**src/design/gpuMacros_macros.svh**
```systemverilog
`ifndef GPU_MACROS_SVH
`define GPU_MACROS_SVH

// bus widths
`define REG_ADDR_W      4       // apb register offset
`define DATA_W          8       // host registers and vmem bytes
`define VMEM_ADDR_W     16      // vmem and frame buffer addresses
`define FB_DATA_W       16      // eight 2-bit shades per frame word

// background geometry
`define TILES_PER_ROW   32      // map columns per line
`define LINES_PER_FRAME 256     // lines walked before wrapping
`define FIFO_DEPTH      4       // tile-row pairs buffered ahead of the mapper

// vram layout
`define MAP_BASE0       16'h9800  // lcdc[6] clear
`define MAP_BASE1       16'h9C00  // lcdc[6] set
`define TILE_BASE1      16'h8000  // lcdc[4] set, unsigned tile index
`define TILE_BASE0      16'h9000  // lcdc[4] clear, signed tile index

`endif

```
**src/design/gpuPkg.sv**
```systemverilog
`include "gpuMacros_macros.svh"

package gpuPkg;

  // apb register offsets
  // offsets 5 and 6 and 8 up are holes and answer with an error
  typedef enum logic [`REG_ADDR_W-1:0] {
    regLcdc = 0,  // lcd control
    regStat = 1,  // fetcher state, read only
    regScy  = 2,  // scroll y
    regScx  = 3,  // scroll x
    regLy   = 4,  // current line, read only
    regBgp  = 7   // background palette
  } regAddrE;

  // background fetch walk, one vmem read per two cycles
  typedef enum logic [2:0] {
    fetchIdle     = 3'd0,  // lcd off or waiting for lcdc[7]
    fetchReadMap  = 3'd1,  // tile index from the map
    fetchReadLow  = 3'd2,  // low bitplane of the tile row
    fetchReadHigh = 3'd3,  // high bitplane
    fetchPush     = 3'd4   // offer the pair downstream
  } fetchStateE;

endpackage

```
**src/design/tileRowIf.sv**
```systemverilog
`timescale 1ns/1ps
`include "gpuMacros_macros.svh"

// one 8-pixel background word as two bitplanes plus its frame index
interface tileRowIf;

  logic                    valid;     // pair offered
  logic                    ready;     // pair accepted on this edge when valid
  logic [`DATA_W-1:0]      tileLow;   // bitplane 0
  logic [`DATA_W-1:0]      tileHigh;  // bitplane 1
  logic [`VMEM_ADDR_W-1:0] fbAddr;    // line * 32 + column

  modport source
  (
    output valid, tileLow, tileHigh, fbAddr,
    input  ready
  );

  modport sink
  (
    input  valid, tileLow, tileHigh, fbAddr,
    output ready
  );

endinterface

```
**src/design/gpuRegisters.sv**
```systemverilog
`timescale 1ns/1ps
`include "gpuMacros_macros.svh"

module gpuRegisters
  import gpuPkg::*;
(
  input  logic               clock,
  input  logic               reset,
  // apb slave
  input  logic               psel,
  input  logic               penable,
  input  logic               pwrite,
  input  regAddrE            paddr,
  input  logic [`DATA_W-1:0] pwdata,
  output logic [`DATA_W-1:0] prdata,
  output logic               pready,
  output logic               pslverr,
  // control registers to the pipeline
  output logic [`DATA_W-1:0] lcdc,
  output logic [`DATA_W-1:0] scy,
  output logic [`DATA_W-1:0] scx,
  output logic [`DATA_W-1:0] bgp,
  // status back from the fetcher
  input  fetchStateE         state,
  input  logic [`DATA_W-1:0] ly
);

  logic access;    // apb access phase
  logic mapped;    // offset hits a register
  logic writable;  // offset hits host storage
  logic regWe;

  assign access  = psel & penable;
  assign pready  = 1'b1;  // every access closes in its access phase
  assign regWe   = access & pwrite & writable;
  assign pslverr = access & (pwrite ? ~writable : ~mapped);

  //////////////////////////////////////////////////
  // address decode and read mux
  //////////////////////////////////////////////////
  always_comb
  begin
    mapped   = 1'b1;
    writable = 1'b0;
    prdata   = '0;
    case (paddr)
      regLcdc:
      begin
        writable = 1'b1;
        prdata   = lcdc;
      end
      regStat: prdata = {{(`DATA_W - $bits(fetchStateE)){1'b0}}, state};  // zero padded
      regScy:
      begin
        writable = 1'b1;
        prdata   = scy;
      end
      regScx:
      begin
        writable = 1'b1;
        prdata   = scx;
      end
      regLy:   prdata = ly;  // live line count
      regBgp:
      begin
        writable = 1'b1;
        prdata   = bgp;
      end
      default: mapped = 1'b0;  // hole in the map
    endcase
  end

  // host writable registers
  always_ff @(posedge clock)
  begin
    if (reset)
    begin
      lcdc <= '0;
      scy  <= '0;
      scx  <= '0;
      bgp  <= '0;
    end
    else if (regWe)
    begin
      case (paddr)
        regLcdc: lcdc <= pwdata;
        regScy:  scy  <= pwdata;
        regScx:  scx  <= pwdata;
        regBgp:  bgp  <= pwdata;
        default: ;
      endcase
    end
  end

  // an error response belongs to an access phase that followed its setup phase
  apbErrPhase: assert property (@(posedge clock) disable iff (reset)
    pslverr |-> access && $past(psel && !penable));

endmodule

```
**src/design/tileFetcher.sv**
```systemverilog
`timescale 1ns/1ps
`include "gpuMacros_macros.svh"

module tileFetcher
  import gpuPkg::*;
(
  input  logic                    clock,
  input  logic                    reset,
  input  logic [`DATA_W-1:0]      lcdc,
  input  logic [`DATA_W-1:0]      scy,
  input  logic [`DATA_W-1:0]      scx,
  // video memory read port
  output logic                    vmemRead,
  output logic [`VMEM_ADDR_W-1:0] vmemAddr,
  input  logic [`DATA_W-1:0]      vmemData,   // valid the cycle after vmemRead
  tileRowIf.source                rowOut,
  output fetchStateE              state,
  output logic [`DATA_W-1:0]      ly
);

  localparam int COL_W = $clog2(`TILES_PER_ROW);

  logic [COL_W-1:0]        column;     // tile column on the current line
  logic                    phase;      // low issues the read and high captures it
  logic [`DATA_W-1:0]      tileIndex;  // map entry
  logic [`DATA_W-1:0]      lowByte;
  logic [`DATA_W-1:0]      highByte;
  logic [COL_W-1:0]        mapRow;
  logic [COL_W-1:0]        mapCol;
  logic [`VMEM_ADDR_W-1:0] mapAddr;
  logic [`VMEM_ADDR_W-1:0] tileAddr;
  logic [`VMEM_ADDR_W-1:0] rowAddr;
  logic                    pushDone;
  logic                    lastCol;
  logic                    lastLine;

  //////////////////////////////////////////////////
  // vram address generation
  //////////////////////////////////////////////////
  assign mapRow  = ly[7:3] + scy[7:3];  // wraps at 32 rows
  assign mapCol  = column + scx[7:3];   // wraps at 32 columns
  assign mapAddr = (lcdc[6] ? `MAP_BASE1 : `MAP_BASE0)
                 + {{(`VMEM_ADDR_W - 2*COL_W){1'b0}}, mapRow, mapCol};

  // 16 bytes per tile, set 0 indexes signed around 0x9000
  assign tileAddr = lcdc[4] ? `TILE_BASE1 + {4'b0, tileIndex, 4'b0}
                            : `TILE_BASE0 + {{4{tileIndex[7]}}, tileIndex, 4'b0};
  assign rowAddr  = tileAddr + {12'b0, ly[2:0], 1'b0};  // two bytes per pixel row

  always_comb
  begin
    case (state)
      fetchReadLow:  vmemAddr = rowAddr;
      fetchReadHigh: vmemAddr = rowAddr + 1'b1;  // high plane follows low
      default:       vmemAddr = mapAddr;
    endcase
  end

  assign vmemRead = ~phase & (state inside {fetchReadMap, fetchReadLow, fetchReadHigh});

  // downstream pair
  assign rowOut.valid    = (state == fetchPush);
  assign rowOut.tileLow  = lowByte;
  assign rowOut.tileHigh = highByte;
  assign rowOut.fbAddr   = {{(`VMEM_ADDR_W - `DATA_W - COL_W){1'b0}}, ly, column};

  assign pushDone = rowOut.valid & rowOut.ready;
  assign lastCol  = (column == `TILES_PER_ROW - 1);
  assign lastLine = (ly == `LINES_PER_FRAME - 1);

  //////////////////////////////////////////////////
  // walk fsm and word counters
  //////////////////////////////////////////////////
  always_ff @(posedge clock)
  begin
    if (reset)
    begin
      state  <= fetchIdle;
      phase  <= 1'b0;
      ly     <= '0;
      column <= '0;
    end
    else
    begin
      case (state)
        fetchIdle:
          if (lcdc[7])
            state <= fetchReadMap;  // lcd on
        fetchReadMap:
        begin
          phase <= ~phase;
          if (phase)
            state <= fetchReadLow;
        end
        fetchReadLow:
        begin
          phase <= ~phase;
          if (phase)
            state <= fetchReadHigh;
        end
        fetchReadHigh:
        begin
          phase <= ~phase;
          if (phase)
            state <= fetchPush;
        end
        fetchPush:
          if (pushDone)
          begin
            if (!lcdc[7])
            begin
              state  <= fetchIdle;  // lcd off so park at word 0
              ly     <= '0;
              column <= '0;
            end
            else
            begin
              state  <= fetchReadMap;
              column <= lastCol ? '0 : column + 1'b1;
              if (lastCol)
                ly <= lastLine ? '0 : ly + 1'b1;  // frame wrap
            end
          end
        default: state <= fetchIdle;
      endcase
    end
  end

  // vram bytes land in the capture half of each read state
  always_ff @(posedge clock)
  begin
    if (phase)
    begin
      case (state)
        fetchReadMap:  tileIndex <= vmemData;
        fetchReadLow:  lowByte   <= vmemData;
        fetchReadHigh: highByte  <= vmemData;
        default: ;
      endcase
    end
  end

  // an offered pair holds until the fifo takes it
  validHeld: assert property (@(posedge clock) disable iff (reset)
    rowOut.valid && !rowOut.ready |=> rowOut.valid && $stable(rowOut.fbAddr)
      && $stable(rowOut.tileLow) && $stable(rowOut.tileHigh));

endmodule

```
**src/design/tileRowFifo.sv**
```systemverilog
`timescale 1ns/1ps
`include "gpuMacros_macros.svh"

module tileRowFifo
(
  input  logic     clock,
  input  logic     reset,
  tileRowIf.sink   rowIn,   // from the fetcher
  tileRowIf.source rowOut   // to the mapper
);

  localparam int PTR_W   = $clog2(`FIFO_DEPTH);
  localparam int ENTRY_W = `VMEM_ADDR_W + 2*`DATA_W;

  logic [ENTRY_W-1:0] mem [`FIFO_DEPTH];  // {fbAddr, high, low}
  logic [PTR_W-1:0]   wrPtr;
  logic [PTR_W-1:0]   rdPtr;
  logic [PTR_W:0]     count;  // entries held
  logic               push;
  logic               pop;

  // flags come from count only so nothing passes straight through
  assign rowIn.ready  = (count != `FIFO_DEPTH);
  assign rowOut.valid = (count != 0);
  assign push = rowIn.valid & rowIn.ready;
  assign pop  = rowOut.valid & rowOut.ready;

  assign {rowOut.fbAddr, rowOut.tileHigh, rowOut.tileLow} = mem[rdPtr];

  always_ff @(posedge clock)
  begin
    if (push)
      mem[wrPtr] <= {rowIn.fbAddr, rowIn.tileHigh, rowIn.tileLow};
  end

  always_ff @(posedge clock)
  begin
    if (reset)
    begin
      wrPtr <= '0;
      rdPtr <= '0;
      count <= '0;
    end
    else
    begin
      if (push)
        wrPtr <= (wrPtr == PTR_W'(`FIFO_DEPTH - 1)) ? '0 : wrPtr + 1'b1;
      if (pop)
        rdPtr <= (rdPtr == PTR_W'(`FIFO_DEPTH - 1)) ? '0 : rdPtr + 1'b1;
      if (push != pop)
        count <= push ? count + 1'b1 : count - 1'b1;  // net change only
    end
  end

  // equal pointers mean empty or full, the count tells which
  noPushFull: assert property (@(posedge clock) disable iff (reset)
    push && wrPtr == rdPtr |-> count == 0);
  noPopEmpty: assert property (@(posedge clock) disable iff (reset)
    pop && wrPtr == rdPtr |-> count == `FIFO_DEPTH);

endmodule

```
**src/design/paletteMapper.sv**
```systemverilog
`timescale 1ns/1ps
`include "gpuMacros_macros.svh"

module paletteMapper
(
  input  logic                    clock,
  input  logic                    reset,
  input  logic [`DATA_W-1:0]      bgp,
  tileRowIf.sink                  rowIn,
  // frame buffer write port
  output logic                    fbWe,
  output logic [`VMEM_ADDR_W-1:0] fbAddr,
  output logic [`FB_DATA_W-1:0]   fbData,
  input  logic                    fbReady
);

  logic [`FB_DATA_W-1:0] shades;  // eight mapped pixels
  logic                  take;

  assign rowIn.ready = ~fbWe | fbReady;  // room once the pending write drains
  assign take        = rowIn.valid & rowIn.ready;

  // color index {high, low} picks a 2-bit field of bgp
  for (genvar i = 0; i < `DATA_W; i++)
  begin : pixelMap
    assign shades[2*i +: 2] = bgp[{rowIn.tileHigh[i], rowIn.tileLow[i], 1'b0} +: 2];
  end

  always_ff @(posedge clock)
  begin
    if (reset)
      fbWe <= 1'b0;
    else if (take)
      fbWe <= 1'b1;
    else if (fbReady)
      fbWe <= 1'b0;  // write accepted and nothing new
  end

  always_ff @(posedge clock)
  begin
    if (take)
    begin
      fbAddr <= rowIn.fbAddr;
      fbData <= shades;
    end
  end

  fbHold: assert property (@(posedge clock) disable iff (reset)
    fbWe && !fbReady |=> fbWe && $stable(fbAddr) && $stable(fbData));

endmodule

```
**src/design/gpuTop.sv**
```systemverilog
`timescale 1ns/1ps
`include "gpuMacros_macros.svh"

module gpuTop
  import gpuPkg::*;
(
  input  logic                    clock,
  input  logic                    reset,
  // apb register port
  input  logic                    psel,
  input  logic                    penable,
  input  logic                    pwrite,
  input  logic [`REG_ADDR_W-1:0]  paddr,
  input  logic [`DATA_W-1:0]      pwdata,
  output logic [`DATA_W-1:0]      prdata,
  output logic                    pready,
  output logic                    pslverr,
  // video memory
  output logic                    vmemRead,
  output logic [`VMEM_ADDR_W-1:0] vmemAddr,
  input  logic [`DATA_W-1:0]      vmemData,
  // frame buffer
  output logic                    fbWe,
  output logic [`VMEM_ADDR_W-1:0] fbAddr,
  output logic [`FB_DATA_W-1:0]   fbData,
  input  logic                    fbReady
);

  logic [`DATA_W-1:0] lcdc;
  logic [`DATA_W-1:0] scy;
  logic [`DATA_W-1:0] scx;
  logic [`DATA_W-1:0] bgp;
  logic [`DATA_W-1:0] ly;
  fetchStateE         fetchState;

  tileRowIf fetchRow ();  // fetcher to fifo
  tileRowIf mapRow ();    // fifo to mapper

  gpuRegisters regs (.clock, .reset, .psel, .penable, .pwrite,
    .paddr(regAddrE'(paddr)), .pwdata, .prdata, .pready, .pslverr,
    .lcdc, .scy, .scx, .bgp, .state(fetchState), .ly);

  tileFetcher fetcher (.clock, .reset, .lcdc, .scy, .scx, .vmemRead, .vmemAddr,
    .vmemData, .rowOut(fetchRow), .state(fetchState), .ly);

  tileRowFifo rowFifo (.clock, .reset, .rowIn(fetchRow), .rowOut(mapRow));

  paletteMapper mapper (.clock, .reset, .bgp, .rowIn(mapRow), .fbWe, .fbAddr,
    .fbData, .fbReady);

endmodule

```
**config.mk**
```make
export PLATFORM = sky130hd
export DESIGN_NAME = gpuTop
export DESIGN_NICKNAME = d
export VERILOG_FILES = /design/src/design/gpuPkg.sv /design/src/design/tileRowIf.sv /design/src/design/gpuRegisters.sv /design/src/design/tileFetcher.sv /design/src/design/tileRowFifo.sv /design/src/design/paletteMapper.sv /design/src/design/gpuTop.sv
export VERILOG_INCLUDE_DIRS = /design/src /design/src/design
export SDC_FILE = /design/constraint.sdc
export NUM_CORES = 1
export LEC_CHECK = 0
export BUFFER_PORTS_ARGS = -buffer_cell sky130_fd_sc_hd__buf_2
export CORE_ASPECT_RATIO = 0.75
export CORE_MARGIN = 3
export CORE_UTILIZATION = 35
export DETAILED_ROUTE_END_ITERATION = 12
export PLACE_DENSITY = 0.61
export SYNTH_ARGS = -nofsm -noshare
export SYNTH_HDL_FRONTEND = slang
export SYNTH_SLANG_ARGS = --single-unit
```
**constraint.sdc**
```tcl
create_clock -name clock -period 5.2 [get_ports clock]
set_clock_uncertainty 0.1 [all_clocks]
set_input_delay 1.3 -clock clock [delete_from_list [all_inputs] [get_ports clock]]
set_output_delay 1.3 -clock clock [all_outputs]
set_load 0.03 [all_outputs]
```
==> results.toml <==
[outcome]
status = "completed"

[worst_setup_path]
arrival_ns = 2.86
cp_max_fo = 8
cpMostUsedCell = "buf_2"
worstSetupEndpointType = "output port"
rr_startpoint = "fetcher.state[2]$_SDFFE_PP0P_"
worstSetupPathType = "in -> out"
crit_required_ns = 3.80
critical_path.max_stage_delay_ns = 0.66
r2r-end = "rowFifo.count[2]$_SDFFE_PP0P_"
start_kind = "primary input"
rr_worst_depth = 8
cp-startpoint = "paddr[0]"
cp_slowest_cell = "nor3_1"
rrSetupSlack_ns = 2.34
crit_chain = "buf_2 -> nand2_4 -> nor3_1 -> a222oi_1 -> nand2_1 -> buf_2"

[timing]
setup_tns_ns = 0
rsz0062_at_grt = "no"
hold_violations = 0
setup-violations-final = 0
worst_slew_pin_slew_ns = 1.08
max_freq_ghz = 0.235
relSlewSlack_pct = 28.2
fin_crit_ns = 4.26
setup_slack_ns = 0.939
period_share_pct = 81.9
slew_violations = 0

[cells_and_area]
num-fill-cells = 2516
multiInputGateArea_um2 = 3320
regArea_um2 = 6260
num_antenna_cells = 0
final_area_um2 = 11300
drive_gt1_share_pct = 22.0
layout.nets = 807
final_common_cell = "edfxtp_1"
syn2layout_area_growth_pct = 14.9
mostFrequentLayoutCells = "edfxtp_1, mux2i_1, buf_2"

[min_path]
hold_depth = 2
min_path_type = "reg -> reg"
min_from = "rowFifo.wrPtr[1]$_SDFFE_PP0P_"
hold_end = "rowFifo.wrPtr[1]$_SDFFE_PP0P_"

[synth]
synth_warnings = 0
syn_area_per_cell_um2 = 14.3
async_flop_share_pct = 0
synth.largest_area_cell = "edfxtp_1"
synth_cells = 689
synthesis.area_um2 = 9830
synth_top_cell_area_share_pct = 51.6
ys.flop_type = "edfxtp_1"
netlist_top_cells_area = "edfxtp_1, dfxtp_1, mux2i_1"
synth_edf_count = 169
ys_types = 55
yosysSeqAreaShare_pct = 63.6
synth-seq-cells = 228

[floorplan]
core_area_um2 = 27300
rows = 52
pin_count = 86
die_h_um = 151
die-area_um2 = 30200
start_util_pct = 36.0
die_w_um = 200

[run]
max_cap_viol_count = 0

[clock_tree]
postCtsHoldBufs = 0
cts_buffers = 23
clk_pin_slew_ns = 0.06
cts-root-buf = "clkbuf_16"
cts_tree = "done"
htree_levels = 1
clk_latency_ns = 0.52
cts.path.max_buffers = 3
cts_num_sinks = 228
cts-resized-gates = 0
post_cts_buffers = 0

[grt]
globalRoute.busiestLayer = "met1"
grt_pass1_vias = 5608
grt_max_degree = 57
use_met2_pct = 21.3
grt_use_total_pct = 15.1
grt_util_met1_pct = 23.7
antenna_found_initial = 3
grt_pass1_wl_mm = 34.3
grt_util_met3_pct = 2.98
gr-total-overflow = 0

[place]
pre_cts_ws_ns = 1.00
numPortBuffers = 78
post-dp-hpwl_mm = 14.9
globalplace.congestion = 0.832
place_area_um2 = 10500

[routing]
drt_wl_total_mm = 22.6
vias_per_cell = 5.13
first_pass_iters = 5
wire_per_inst_um = 20.0
drt_iter0_drc = 446
ant_nets = 0
dr_total_vias = 5795
drcViolationCount = 0

[power_and_ir_drop]
p_total_mw = 4.82
power_density_nw_per_um2 = 426
peakVddDrop_mv = 0.235
p_leak_nw = 4.05
[layout make-up]
class	count	share of cell area (%)
Multi-Input combinational cell	407	29.4
Clock inverter	13	1.22
Tap cell	351	3.89
Clock buffer	29	5.56
Inverter	14	0.465
Sequential cell	228	55.4
Timing Repair Buffer	88	4.12
[state kept, by name (all words and copies together), names as in the netlist, named ones only]
register / cells
rowFifo.count: 3
fetcher.tileIndex: 8
fetcher.column: 5
regs.bgp: 8
regs.scy: 8
fetcher.rowOut.tileHigh: 8
rowFifo.rdPtr: 2
fetcher.phase: 1
mapper.fbWe: 1
fetcher.ly: 8
rowFifo.mem: 116
mapper.fbAddr: 13
fetcher.state: 3
regs.lcdc: 8
regs.scx: 8
rowFifo.wrPtr: 2
fetcher.rowOut.tileLow: 8
mapper.fbData: 16
[layer usage]
| layer | routed length, µm | part of all wire [%] | vias up |
|---|---|---|---|
| met5 | 41 | 0.18 | - |
| met4 | 487 | 2.2 | 6 |
| met3 | 1520 | 6.7 | 38 |
| met2 | 9200 | 41 | 190 |
| met1 | 11400 | 50 | 2812 |
| li1 | - | - | 2749 |
[cell usage after synthesis, drive strengths merged (2+ instances only)]
library cell	instances
nand2b	6
a21oi	23
or3	4
xor2	8
a311oi	2
a222oi	4
a21o	2
nand2	42
and3	8
xnor2	3
or3b	2
nor2	54
o21ai	17
o211ai	2
nor3	10
mux2i	98
a31oi	2
nor3b	3
edfxtp	169
ha	17
clkbuf	15
o21a	2
a221o	2
dfxtp	59
a22o	3
and4	4
nor2b	7
nor4	2
conb	2
fa	2
a22oi	15
mux2	9
buf	30
nand3	17
inv	14
mux4	21
[how the worst max path moves through the flow]
stage / endpoint / slack (ns) / cells after the start
3_3_place_gp: prdata[4] / 0.99 / 6
2_1_floorplan: prdata[3] / 1.30 / 5
3_5_place_dp: prdata[4] / 1.00 / 6
6_report: prdata[4] / 0.94 / 6
5_1_grt: prdata[7] / 0.84 / 6
4_1_cts: prdata[4] / 1.0 / 6
[report_power, final]
part           leakage [nW]  total, mW  switching [mW]  internal [mW]
logic                  1.63      0.932           0.592          0.339
clock network         0.374       1.66           0.696          0.965
registers              2.04       2.23          0.0981           2.13
[logic make-up (layout without fill, tap and decap cells)]
group                      count (synthesis)  after routing  share of synthesized area (%)
DFF                                      228            228                           63.6
and+or+nand+nor                          165            165                           8.91
muxes                                    128            128                           15.8
AOI/OAI and AO/OA                         77             77                           5.15
buffers and inverters                     59            144                           2.88
adders and majority gates                 19             19                           2.57
xor gates and xnor gates                  11             11                          0.980
other                                      2              7                         0.0764
[critical path, delay by kind of cell]
| family | cells | cell delay, ns |
|---|---|---|
| buf+inv | 2 | 0.43 |
| simple gates | 3 | 0.93 |
| compound gates | 1 | 0.19 |
[stage by stage]
stage               hold slack (ns)  instances  utilization [%]
CTS                           0.398       1130             41.4
global route                  0.416       1130             41.4
floorplan                     0.358        694                -
detailed placement            0.388       1088             38.6
global placement              0.375       1088             38.6
finish                        0.392       1130             41.4
Power figures use the tool's default switching activity.
